**config.mk**
```make
export PLATFORM = sky130hd
export DESIGN_NAME = dec
export DESIGN_NICKNAME = d
export VERILOG_FILES = /design/src/dec_pkg.sv /design/src/dec.sv /design/src/dec_decode.sv /design/src/dec_gpr.sv /design/src/dec_ib.sv /design/src/dec_predecode.sv
export SDC_FILE = /design/constraint.sdc
export NUM_CORES = 2
export LEC_CHECK = 0
export BUFFER_PORTS_ARGS = -buffer_cell sky130_fd_sc_hd__buf_2
export CAP_MARGIN = 20
export CORE_MARGIN = 4
export CORE_UTILIZATION = 30
export CTS_CLUSTER_SIZE = 24
export DETAILED_ROUTE_END_ITERATION = 10
export PLACE_DENSITY = 0.48
export REMOVE_ABC_BUFFERS = 1
export SYNTH_ARGS = -nofsm -noshare
export SYNTH_HDL_FRONTEND = slang
export SYNTH_SLANG_ARGS = --single-unit
```
**constraint.sdc**
```tcl
create_clock -name clk -period 10.2 [get_ports clk]
set_input_delay 0.51 -clock clk [delete_from_list [all_inputs] [get_ports clk]]
set_output_delay 0.51 -clock clk [all_outputs]
set_load 0.02 [all_outputs]
```
**src/dec_pkg.sv**
```systemverilog
/* decode stage shared definitions */
`default_nettype none

package dec_pkg;

   //**************************************************
   // widths
   //**************************************************
   localparam int XLEN       = 32;                 // data and instruction word
   localparam int REG_ADDR_W = 5;                  // register index
   localparam int PC_W       = 31;                 // pc[31:1], halfword aligned

   //**************************************************
   // major opcodes accepted
   //**************************************************
   localparam logic [6:0] OPC_OP     = 7'b0110011; // reg-reg alu
   localparam logic [6:0] OPC_OP_IMM = 7'b0010011; // reg-imm alu
   localparam logic [6:0] OPC_LOAD   = 7'b0000011; // loads

   typedef enum logic [1:0] {
      CLS_OP      = 2'b00,                         // rs1 op rs2
      CLS_OP_IMM  = 2'b01,                         // rs1 op imm12
      CLS_LOAD    = 2'b10,                         // rs1 + imm12
      CLS_ILLEGAL = 2'b11                          // anything else
   } instr_class_e;

   // R-type view of the word
   typedef struct packed {
      logic [6:0]            funct7;
      logic [REG_ADDR_W-1:0] rs2;
      logic [REG_ADDR_W-1:0] rs1;
      logic [2:0]            funct3;
      logic [REG_ADDR_W-1:0] rd;
      logic [6:0]            opcode;
   } r_fields_t;

   // I-type view, imm12 overlays funct7 and rs2
   typedef struct packed {
      logic [11:0]           imm12;
      logic [REG_ADDR_W-1:0] rs1;
      logic [2:0]            funct3;
      logic [REG_ADDR_W-1:0] rd;
      logic [6:0]            opcode;
   } i_fields_t;

   typedef union packed {
      r_fields_t r;                                // read this for CLS_OP
      i_fields_t i;                                // op_imm and load
   } instr_u;

endpackage

`default_nettype wire

```
**src/dec.sv**
```systemverilog
/* decode stage top */
`timescale 1ns/100ps
`default_nettype none

module dec
   import dec_pkg::*;
#(
   parameter int IB_DEPTH = 4                 // instruction buffer entries
)(
   input  logic                  clk,
   input  logic                  rst,

   input  logic                  fetch_valid,
   input  instr_u                fetch_instr,
   input  logic [PC_W-1:0]       fetch_pc,
   output logic                  fetch_ready,

   input  logic                  wb_valid,    // writeback, no handshake
   input  logic [REG_ADDR_W-1:0] wb_addr,
   input  logic [XLEN-1:0]       wb_data,

   output logic                  dec_valid,
   input  logic                  dec_ready,
   output instr_class_e          dec_class,
   output logic [PC_W-1:0]       dec_pc,
   output logic [REG_ADDR_W-1:0] dec_rd,
   output logic [XLEN-1:0]       dec_rs1_data,
   output logic [XLEN-1:0]       dec_rs2_data,
   output logic [XLEN-1:0]       dec_immed
);

   logic                  pd_valid;           // predecode -> buffer
   logic                  pd_ready;
   instr_u                pd_instr;
   logic [PC_W-1:0]       pd_pc;
   instr_class_e          pd_class;

   logic                  ib_valid;           // buffer -> decoder
   logic                  ib_ready;
   instr_u                ib_instr;
   logic [PC_W-1:0]       ib_pc;
   instr_class_e          ib_class;

   logic [REG_ADDR_W-1:0] rs1_addr;           // decoder <-> register file
   logic [REG_ADDR_W-1:0] rs2_addr;
   logic [XLEN-1:0]       rs1_data;
   logic [XLEN-1:0]       rs2_data;

   dec_predecode pdec (.*);

   dec_ib #(.IB_DEPTH(IB_DEPTH)) instbuff (.*);

   dec_decode decode (.*);

   dec_gpr arf (.*);

endmodule

`default_nettype wire

```
**src/dec_decode.sv**
```systemverilog
/* instruction decoder */
`timescale 1ns/100ps
`default_nettype none

module dec_decode
   import dec_pkg::*;
(
   input  logic                  clk,
   input  logic                  rst,

   input  logic                  ib_valid,    // buffer head
   output logic                  ib_ready,
   input  instr_u                ib_instr,
   input  logic [PC_W-1:0]       ib_pc,
   input  instr_class_e          ib_class,

   output logic [REG_ADDR_W-1:0] rs1_addr,    // to register file
   output logic [REG_ADDR_W-1:0] rs2_addr,
   input  logic [XLEN-1:0]       rs1_data,
   input  logic [XLEN-1:0]       rs2_data,

   output logic                  dec_valid,   // output packet
   input  logic                  dec_ready,
   output instr_class_e          dec_class,
   output logic [PC_W-1:0]       dec_pc,
   output logic [REG_ADDR_W-1:0] dec_rd,
   output logic [XLEN-1:0]       dec_rs1_data,
   output logic [XLEN-1:0]       dec_rs2_data,
   output logic [XLEN-1:0]       dec_immed
);

   localparam int IMM_W = 12;

   logic                  pop;
   logic [REG_ADDR_W-1:0] nxt_rd;
   logic [XLEN-1:0]       nxt_rs1_data;
   logic [XLEN-1:0]       nxt_rs2_data;
   logic [XLEN-1:0]       nxt_immed;

   assign ib_ready = ~dec_valid | dec_ready;  // empty or taken this cycle
   assign pop      = ib_valid & ib_ready;

   // rs1 sits at the same bits in both views
   assign rs1_addr = ib_instr.r.rs1;
   assign rs2_addr = ib_instr.r.rs2;          // junk for I-type, data dropped below

   //**************************************************
   // field selection by class
   //**************************************************
   always_comb begin
      nxt_rd       = '0;
      nxt_rs1_data = '0;
      nxt_rs2_data = '0;
      nxt_immed    = '0;
      case (ib_class)
         CLS_OP: begin
            nxt_rd       = ib_instr.r.rd;
            nxt_rs1_data = rs1_data;
            nxt_rs2_data = rs2_data;
         end
         CLS_OP_IMM, CLS_LOAD: begin
            nxt_rd       = ib_instr.i.rd;
            nxt_rs1_data = rs1_data;
            nxt_immed    = {{(XLEN-IMM_W){ib_instr.i.imm12[IMM_W-1]}}, ib_instr.i.imm12};
         end
         default: ;                             // illegal, all zero
      endcase
   end

   always_ff @(posedge clk) begin
      if (rst) begin
         dec_valid <= 1'b0;
      end else if (ib_ready) begin
         dec_valid <= ib_valid;                 // load next or drain
      end
   end

   // packet payload, captured at pop
   always_ff @(posedge clk) begin
      if (pop) begin
         dec_class    <= ib_class;
         dec_pc       <= ib_pc;
         dec_rd       <= nxt_rd;
         dec_rs1_data <= nxt_rs1_data;
         dec_rs2_data <= nxt_rs2_data;
         dec_immed    <= nxt_immed;
      end
   end

   a_dec_hold: assert property (@(posedge clk) disable iff (rst)
      dec_valid && !dec_ready |=> dec_valid && $stable(dec_class) && $stable(dec_pc)
         && $stable(dec_rd) && $stable(dec_rs1_data) && $stable(dec_rs2_data)
         && $stable(dec_immed));

endmodule

`default_nettype wire

```
**src/dec_gpr.sv**
```systemverilog
/* general purpose registers */
`timescale 1ns/100ps
`default_nettype none

module dec_gpr
   import dec_pkg::*;
(
   input  logic                  clk,
   input  logic                  rst,

   input  logic [REG_ADDR_W-1:0] rs1_addr,
   input  logic [REG_ADDR_W-1:0] rs2_addr,
   output logic [XLEN-1:0]       rs1_data,
   output logic [XLEN-1:0]       rs2_data,

   input  logic                  wb_valid,    // always accepted
   input  logic [REG_ADDR_W-1:0] wb_addr,
   input  logic [XLEN-1:0]       wb_data
);

   localparam int NUM_REGS = 2 ** REG_ADDR_W;

   logic [XLEN-1:0] regs [NUM_REGS-1:1];      // x0 has no storage

   // one read port with write-through
   function automatic logic [XLEN-1:0] rd_port(input logic [REG_ADDR_W-1:0] addr);
      logic [XLEN-1:0] data;
      data = '0;                                // x0 reads zero
      if (addr != '0) begin
         if (wb_valid && wb_addr == addr) data = wb_data;
         else data = regs[addr];
      end
      return data;
   endfunction

   always_comb rs1_data = rd_port(rs1_addr);
   always_comb rs2_data = rd_port(rs2_addr);

   always_ff @(posedge clk) begin
      if (rst) begin
         for (int i = 1; i < NUM_REGS; i++) regs[i] <= '0;
      end else if (wb_valid && wb_addr != '0) begin
         regs[wb_addr] <= wb_data;              // writes to x0 dropped
      end
   end

endmodule

`default_nettype wire

```
**src/dec_ib.sv**
```systemverilog
/* instruction buffer */
`timescale 1ns/100ps
`default_nettype none

module dec_ib
   import dec_pkg::*;
#(
   parameter int IB_DEPTH = 4                 // power of two, 2 or more
)(
   input  logic              clk,
   input  logic              rst,

   input  logic              pd_valid,        // push side
   output logic              pd_ready,
   input  instr_u            pd_instr,
   input  logic [PC_W-1:0]   pd_pc,
   input  instr_class_e      pd_class,

   output logic              ib_valid,        // pop side, oldest entry
   input  logic              ib_ready,
   output instr_u            ib_instr,
   output logic [PC_W-1:0]   ib_pc,
   output instr_class_e      ib_class
);

   localparam int PTR_W = $clog2(IB_DEPTH);
   localparam int CNT_W = $clog2(IB_DEPTH + 1);
   localparam logic [CNT_W-1:0] FULL_CNT = CNT_W'(IB_DEPTH);

   instr_u          mem_instr [IB_DEPTH];     // entry storage
   logic [PC_W-1:0] mem_pc    [IB_DEPTH];
   instr_class_e    mem_class [IB_DEPTH];

   logic [PTR_W-1:0] wr_ptr;                  // next free slot
   logic [PTR_W-1:0] rd_ptr;                  // oldest entry
   logic [CNT_W-1:0] count;                   // occupancy
   logic             push;
   logic             pop;

   assign pd_ready = (count != FULL_CNT);
   assign ib_valid = (count != '0);
   assign push     = pd_valid & pd_ready;
   assign pop      = ib_valid & ib_ready;

   assign ib_instr = mem_instr[rd_ptr];       // head always shown
   assign ib_pc    = mem_pc[rd_ptr];
   assign ib_class = mem_class[rd_ptr];

   //**************************************************
   // pointers and occupancy
   //**************************************************
   always_ff @(posedge clk) begin
      if (rst) begin
         wr_ptr <= '0;
         rd_ptr <= '0;
         count  <= '0;
      end else begin
         if (push) wr_ptr <= wr_ptr + 1'b1;    // wraps at depth
         if (pop)  rd_ptr <= rd_ptr + 1'b1;
         case ({push, pop})
            2'b10:   count <= count + 1'b1;
            2'b01:   count <= count - 1'b1;
            default: count <= count;           // idle or push+pop
         endcase
      end
   end

   always_ff @(posedge clk) begin
      if (push) begin
         mem_instr[wr_ptr] <= pd_instr;
         mem_pc[wr_ptr]    <= pd_pc;
         mem_class[wr_ptr] <= pd_class;
      end
   end

   a_ib_max: assert property (@(posedge clk) disable iff (rst) count <= FULL_CNT);

   // an empty buffer can only gain, an underflow would wrap the count
   a_ib_no_underflow: assert property (@(posedge clk) disable iff (rst)
      count == '0 |=> count <= CNT_W'(1));

endmodule

`default_nettype wire

```
**src/dec_predecode.sv**
```systemverilog
/* fetch intake and predecode */
`timescale 1ns/100ps
`default_nettype none

module dec_predecode
   import dec_pkg::*;
(
   input  logic              clk,
   input  logic              rst,

   input  logic              fetch_valid,     // word offered by fetch
   input  instr_u            fetch_instr,
   input  logic [PC_W-1:0]   fetch_pc,
   output logic              fetch_ready,

   output logic              pd_valid,        // held word toward buffer
   input  logic              pd_ready,        // buffer not full
   output instr_u            pd_instr,
   output logic [PC_W-1:0]   pd_pc,
   output instr_class_e      pd_class
);

   logic         fetch_xfer;                  // fetch handshake this cycle
   instr_class_e fetch_class;                 // class of the incoming word

   assign fetch_ready = ~pd_valid | pd_ready; // empty or draining now
   assign fetch_xfer  = fetch_valid & fetch_ready;

   //**************************************************
   // classify on entry
   //**************************************************
   always_comb begin
      if (fetch_instr.r.opcode[1:0] != 2'b11) begin
         fetch_class = CLS_ILLEGAL;            // compressed space, not supported
      end else begin
         case (fetch_instr.r.opcode)
            OPC_OP:     fetch_class = CLS_OP;
            OPC_OP_IMM: fetch_class = CLS_OP_IMM;
            OPC_LOAD:   fetch_class = CLS_LOAD;
            default:    fetch_class = CLS_ILLEGAL;
         endcase
      end
   end

   always_ff @(posedge clk) begin
      if (rst) begin
         pd_valid <= 1'b0;
      end else if (fetch_ready) begin
         pd_valid <= fetch_valid;               // refill or go empty
      end
   end

   // payload, loaded only on a fetch transfer
   always_ff @(posedge clk) begin
      if (fetch_xfer) begin
         pd_instr <= fetch_instr;
         pd_pc    <= fetch_pc;
         pd_class <= fetch_class;
      end
   end

   a_pd_hold: assert property (@(posedge clk) disable iff (rst)
      pd_valid && !pd_ready |=> pd_valid && $stable(pd_instr) && $stable(pd_pc)
         && $stable(pd_class));

endmodule

`default_nettype wire

```
# == Word level (Yosys, flattened, before mapping) ==
# Memories as Yosys holds them, arrays and structs flattened. A register that Yosys moved wholly into a read port is not among the register bits.
# Cells that the tools add are included.
# word_totals
inputBits,105
out_inout_bits,136
reg_bits,157
ram_bits,1252
mem_count,4
elab_cells,71
# memory_table
name,words,word_bits,read_ports,rd_ports_with_merged_regs,write_ports,line_no,rtl
arf.regs,31,32,2,0,31,dec_gpr.sv:23,logic [XLEN-1:0] regs [NUM_REGS-1:1];
instbuff.mem_instr,4,32,1,1,1,dec_ib.sv:30,instr_u mem_instr [IB_DEPTH];
instbuff.mem_pc,4,31,1,1,1,dec_ib.sv:31,logic [PC_W-1:0] mem_pc [IB_DEPTH];
instbuff.mem_class,4,2,1,1,1,dec_ib.sv:32,instr_class_e mem_class [IB_DEPTH];
# op_classes
n_mux,18
bitwise_logic,7
n_reduce_logical,14
eq_ne,11
addsub,4
# ops
cell,count
32-bit 2-to-1 mux,3
32-bit OR reduction,1
5-bit nonzero test,3
5-bit equality test,2
1-bit 2-to-1 mux,8
2-bit 2-to-1 mux,4
"7-bit by 2-bit equality test with 1-bit output, second input constant",1
"7-bit by 5-bit equality test with 1-bit output, second input constant",1
"7-bit by 6-bit equality test with 1-bit output, second input constant",1
2-bit case mux with 3 select lines,1
3-bit case mux with 2 select lines,1
5-bit 2-to-1 mux,1
"2-bit by 1-bit adder with 2-bit output, second input constant",2
"2-bit by 1-bit equality test with 1-bit output, second input constant",2
"2-bit equality test, second input constant",2
2-bit AND reduction,2
"3-bit by 1-bit adder with 3-bit output, second input constant",1
1-bit bitwise AND,3
1-bit logical AND,3
"3-bit != test, second input constant",1
3-bit nonzero test,1
3-bit OR reduction,1
"3-bit by 1-bit subtractor with 3-bit output, second input constant",1
2-bit logical NOT,1
5 further kinds,7

# == Logic depth before layout (Yosys ltp) ==
# logic_depth
ltp_word,7
ltp_mapped,13
ltp_nobuf,9

# == Hierarchy ==
# Synthesis repeated with hierarchy kept, for this count alone.
# hier_totals
cells_unflattened,4508
hier_area_um2,71294.6
# by_module_without_submodules
mod,area_per_inst_um2,seq_area_each_um2,n_inst,cells_per_inst
dec_gpr,55055.3,30749.5,1,3801
dec_ib,9900.7,7987.7,1,391
dec_decode,4300.4,3443.3,1,241
dec_predecode,2038.2,1971.9,1,75

# == Worst setup path after synthesis ==
# No wires, ideal clock.
# synth_path
path_kind,input port to flip-flop
startpoint,input port dec_ready
endpoint,register instbuff.count[2]
setup_slack_ns,2.055
stages,8
arrival_ns,8.075
t_required_ns,10.129
path_buffers,0
cell_sequence,inv_1 > a21oi_1 > ha_1 > inv_1 > fa_1 > xor2_1 > or3_1 > a21oi_1
# synth_via
elab_chain_len,4
word_cells_on_any_way,6
classes_between,eq/ne: 2; mux: 1; bitwise: 2; reduce/logical: 1
# synth_rtl
item,line_no,rtl
start: declaration,dec.sv:23,"input logic dec_ready,"
1-bit OR *,dec_decode.sv:40,assign ib_ready = ~dec_valid | dec_ready;
1-bit bitwise AND *,n/a,
net decode.pop,dec_decode.sv:34,logic pop;
2-bit by 1-bit equality test with 1-bit output / 2-bit equality test (equally long branches),dec_ib.sv:60,"case ({push, pop})"
3-bit case mux with 2 select lines / 2-bit nonzero test (equally long branches),n/a,
end signal: assignment,dec_ib.sv:61,2'b10: count <= count + 1'b1;
end signal: assignment,dec_ib.sv:62,2'b01: count <= count - 1'b1;
end signal: assignment,dec_ib.sv:63,default: count <= count;
end: declaration,dec_ib.sv:36,logic [CNT_W-1:0] count;
# Mark *: on every way through the listed nets, which the timed path passes. The rest lies on a longest branch.
# A chain may end at the register's enable or synchronous reset.

==> metrics.md <==
| Metric | Value |
|---|---|
| Outcome | complete, no violations |
| Worst r2r dst | decode.dec_rs2_data[0] |
| Met2 WL | around 120,000 um |
| Worst path top cell family by delay | buffers and inverters |
| CP Launch Type | flop |
| Worst setup EP type | flop |
| Starting Density | 30.3% |
| Combinational power share | 35.9% |
| Row Count | roughly 180 |
| Clock tree buffer depth | 3 |
| P_int | ~13 mW |
| Crit path kind | reg -> reg |
| Ys flop type | edfxtp_1 |
| Fin util | between 30% and 40% |
| Clock Sink Count | roughly 1,400 |
| Worst skew pair latency | approximately 0.83 ns |
| Vias in the first global route | 47,100 |
| Worst slew pin tran | 1.23 ns |
| Slowest-stage cell, CP | mux4_4 |
| CP most frequent cell | buf_4 |
| Number of max-cap violations | 0 |
| Max VDD drop | around 0.00024 V |
| Hold endpoint | arf.regs[0][20] |
| H-tree Lvls | 4 |
| Die area | between 200,000 and 250,000 sq um |
| CP required | ~11 ns |
| Syn Std Cell Area | a little over 70,000 sq um |
| Met1 WL | 112,000 um |
| Initial DRC Count | roughly 5,200 |
| Yosys cell types | 67 |
| Seq cells post-synth | 1,424 |
| IO Port Bufs | approximately 240 |
| Commonest non-fill, non-tap cell in the layout | edfxtp_1 |
| Fraction of layout cells with a size suffix above 1 | 15.0% |
| Lkg Pwr | around 29 nW |
| Sw power | approximately 7.5 mW |
| Die X | around 500 um |
| R2R setup slack | around 5.0 ns |
| Clock transition at path regs | roughly 0.060 ns |
| Syn Area/Cell | 12.9 sq um |
| Worst path arrival time | 5.70 ns |
| RSZ-0062 raised after global routing | no |
| Seq/Total Area, Yosys | 59.6% |
| Ports | roughly 240 |
| CP Cell Sequence | buf_4, mux4_4, buf_12, buf_4, mux2i_1, a21oi_1, a22oi_1, o211a_1, o211ai_1 |
| Async S/R FF share, synth | 0% |
| Worst hold start | wb_data[20] |
| Detailed Route WL | 266,000 um |
| Final ANT Viol Nets | 0 |
| CP max FO | around 140 |
| Placer Congestion | roughly 0.80 |
| FF-to-FF path depth | 9 |
| Root buffer cell | clkbuf_16 |
| Largest net degree at the start of global routing | 137 |
| Hold Crit Class | in -> reg |
| CP bufs+invs | 3 |
| Clock power share | 27.5% |
| CP peak stage delay | between 0.9 and 1 ns |
| Max-slew violation count | 0 |
| Nets | ~5,700 |
| Synthesis-to-layout area growth | 13.8% |
| Worst Hold Depth | 1 |
| Ys Warns | 0 |
| Seq pwr share | 36.6% |
| Post-synth EDFFs | ~1,400 |
| Resized cells post-CTS | 0 |
| Post-layout min period | 5.18 ns |
| Max Freq | between 0.15 and 0.2 GHz |
| Drt wl/cell | around 30 um |
| Highest routed layer | met5 |
| Slew headroom | between 10% and 20% |
| Switching power share of the total | 37.4% |
| Wire length of the first global-routing pass | between 300,000 and 400,000 um |
| TNS Setup | 0 ns |
| Core Region | between 200,000 and 250,000 sq um |
| Worst hold margin | between 0.2 and 0.25 ns |
| Met3 WL | around 21,000 um |
| GR Overflow Total | 0 |
| Initial antenna violation count | 45 |
| Setup Viol. Count Final | 0 |
| Commonest non-fill, non-tap cells in the layout | edfxtp_1, and2_1, mux2i_1, nand2_1, buf_2 |
| Drt drc | 0 |
| Dpl ws | approximately 5.1 ns |
| Number of vias in the routed layout | roughly 47,000 |
| Post-CTS Setup Inserts | 0 |
| Mapped Cells | between 5,000 and 6,000 |
| Vias per inst | between 5 and 6 |
| Worst setup margin | around 5 ns |
| Power per cell area | between 200 and 250 nW/um^2 |
| Final Cycle Share | 50.8% |
| Die Ht | between 400 and 500 um |
| Gr usage total | 21.1% |
| Detailed Place HPWL | between 100,000 and 150,000 um |
| Hold Fails Final Rpt | 0 |
| Clock skew | ~0.034 ns |
| Cts bufs inserted | between 150 and 200 |
| CTS tree | built |
| Drt pass-1 iters | 7 |
## power groups by stage
stage | combinational (mW) | clock, mW | sequential [mW]
after floorplan | 4.99 | 0 | 7.90
after global placement | 7.16 | 0 | 7.48
after detailed placement | 7.19 | 0 | 7.49
after CTS | 7.22 | 5.63 | 7.38
after global routing | 7.60 | 5.88 | 7.43
final | 7.23 | 5.54 | 7.37
## sequential cells by signal, summed over array words and instances (netlist names), 2 cells and up, named ones only
name	cells
decode.dec_immed	12
pdec.pd_instr	22
pdec.pd_pc	31
decode.dec_class	2
instbuff.mem_class	8
arf.regs	1024
decode.dec_rs2_data	32
instbuff.mem_instr	88
pdec.pd_class	2
decode.dec_pc	31
instbuff.wr_ptr	2
instbuff.mem_pc	124
instbuff.rd_ptr	2
decode.dec_rs1_data	32
decode.dec_rd	5
instbuff.count	3
## repair_timing
item / 4_1_cts / 5_1_grt
hold buffers: 60 / 0
endpoints found under the setup margin: 0 / 0
endpoints found under the hold margin: 57 / 0
## worst max-delay path by stage
stage / to / cells after the start / slack, ns / startpoint
floorplan: decode.dec_rs1_data[11] / 6 / -2.69 / flop
global placement: decode.dec_rs2_data[0] / 9 / 5.09 / flop
detailed placement: decode.dec_rs2_data[0] / 9 / 5.07 / flop
CTS: decode.dec_rs2_data[0] / 9 / 5.06 / flop
global route: decode.dec_rs2_data[7] / 9 / 4.90 / flop
finish: decode.dec_rs2_data[0] / 9 / 5.02 / flop
## cells by family (layout without fill, tap and decap cells)
group | Yosys count | after routing | share of synthesized area (%)
AND/OR/NAND/NOR | 2075 | 2075 | 15.4
flip-flops | 1424 | 1424 | 59.6
AO/OA/AOI/OAI | 558 | 558 | 5.80
adder cells (fa/ha/maj) | 8 | 8 | 0.150
other | 1 | 50 | 0.00524
multiplexers | 920 | 920 | 15.5
buffers and inverters | 530 | 717 | 3.33
XOR/XNOR | 16 | 16 | 0.196
## synth_stat cells, drive strengths merged (4+ instances only)
library cell  count  area, sq um
a211o             7         61.3
a211oi           70          526
a21boi            6         45.1
a21oi           107          536
a221o            27          270
a221oi            6         52.6
a22oi            20          150
a311o            35          350
a311oi            4         35.0
a31oi            22          138
a32o             32          320
a32oi            41          359
and2           1010         6320
buf             190         1100
clkbuf          329         1230
dfxtp            11          220
edfxtp         1413        42400
ha                7         87.6
inv              11         41.3
mux2             68          766
mux2i           711         7120
mux4            141         3180
nand2           580         2180
nand3           168          841
nand3b            5         37.5
nand4            56          350
nor2            123          462
nor2b            74          463
nor3             11         55.1
nor4              4         25.0
o2111ai          17          149
o211a            19          190
o211ai           44          335
o21ai            56          280
o22ai            16          100
o2bb2ai           5         43.8
o32ai             9         78.8
or2              32          200
xnor2             9         78.8
xor2              7         61.3
## cell type report
cell class	instances	area, sq um
Tap cell	3150	3940
Clock inverter	79	596
Clock buffer	203	4250
Inverter	11	41.3
Multi-Input combinational cell	3609	27000
Antenna cell	18	45.0
Timing Repair Buffer	424	2820
Fill cell	23000	155000
Sequential cell	1424	42700
## metal layers
layer	vias to the layer above	GRT usage (%)
met5	-	0
met4	8	7.31
met3	439	4.27
met2	2047	34.0
met1	24400	28.5
li1	20600	-
## through the flow
stage                     instances  area (sq um)  power, mW
after CTS                      8900         81300       20.2
after global placement         8558         75900       14.6
after detailed placement       8558         75900       14.7
after floorplan                5044         69300       12.9
after global routing           8907         81300       20.9
final                          8918         81400       20.1
Power figures use the tool's default switching activity.
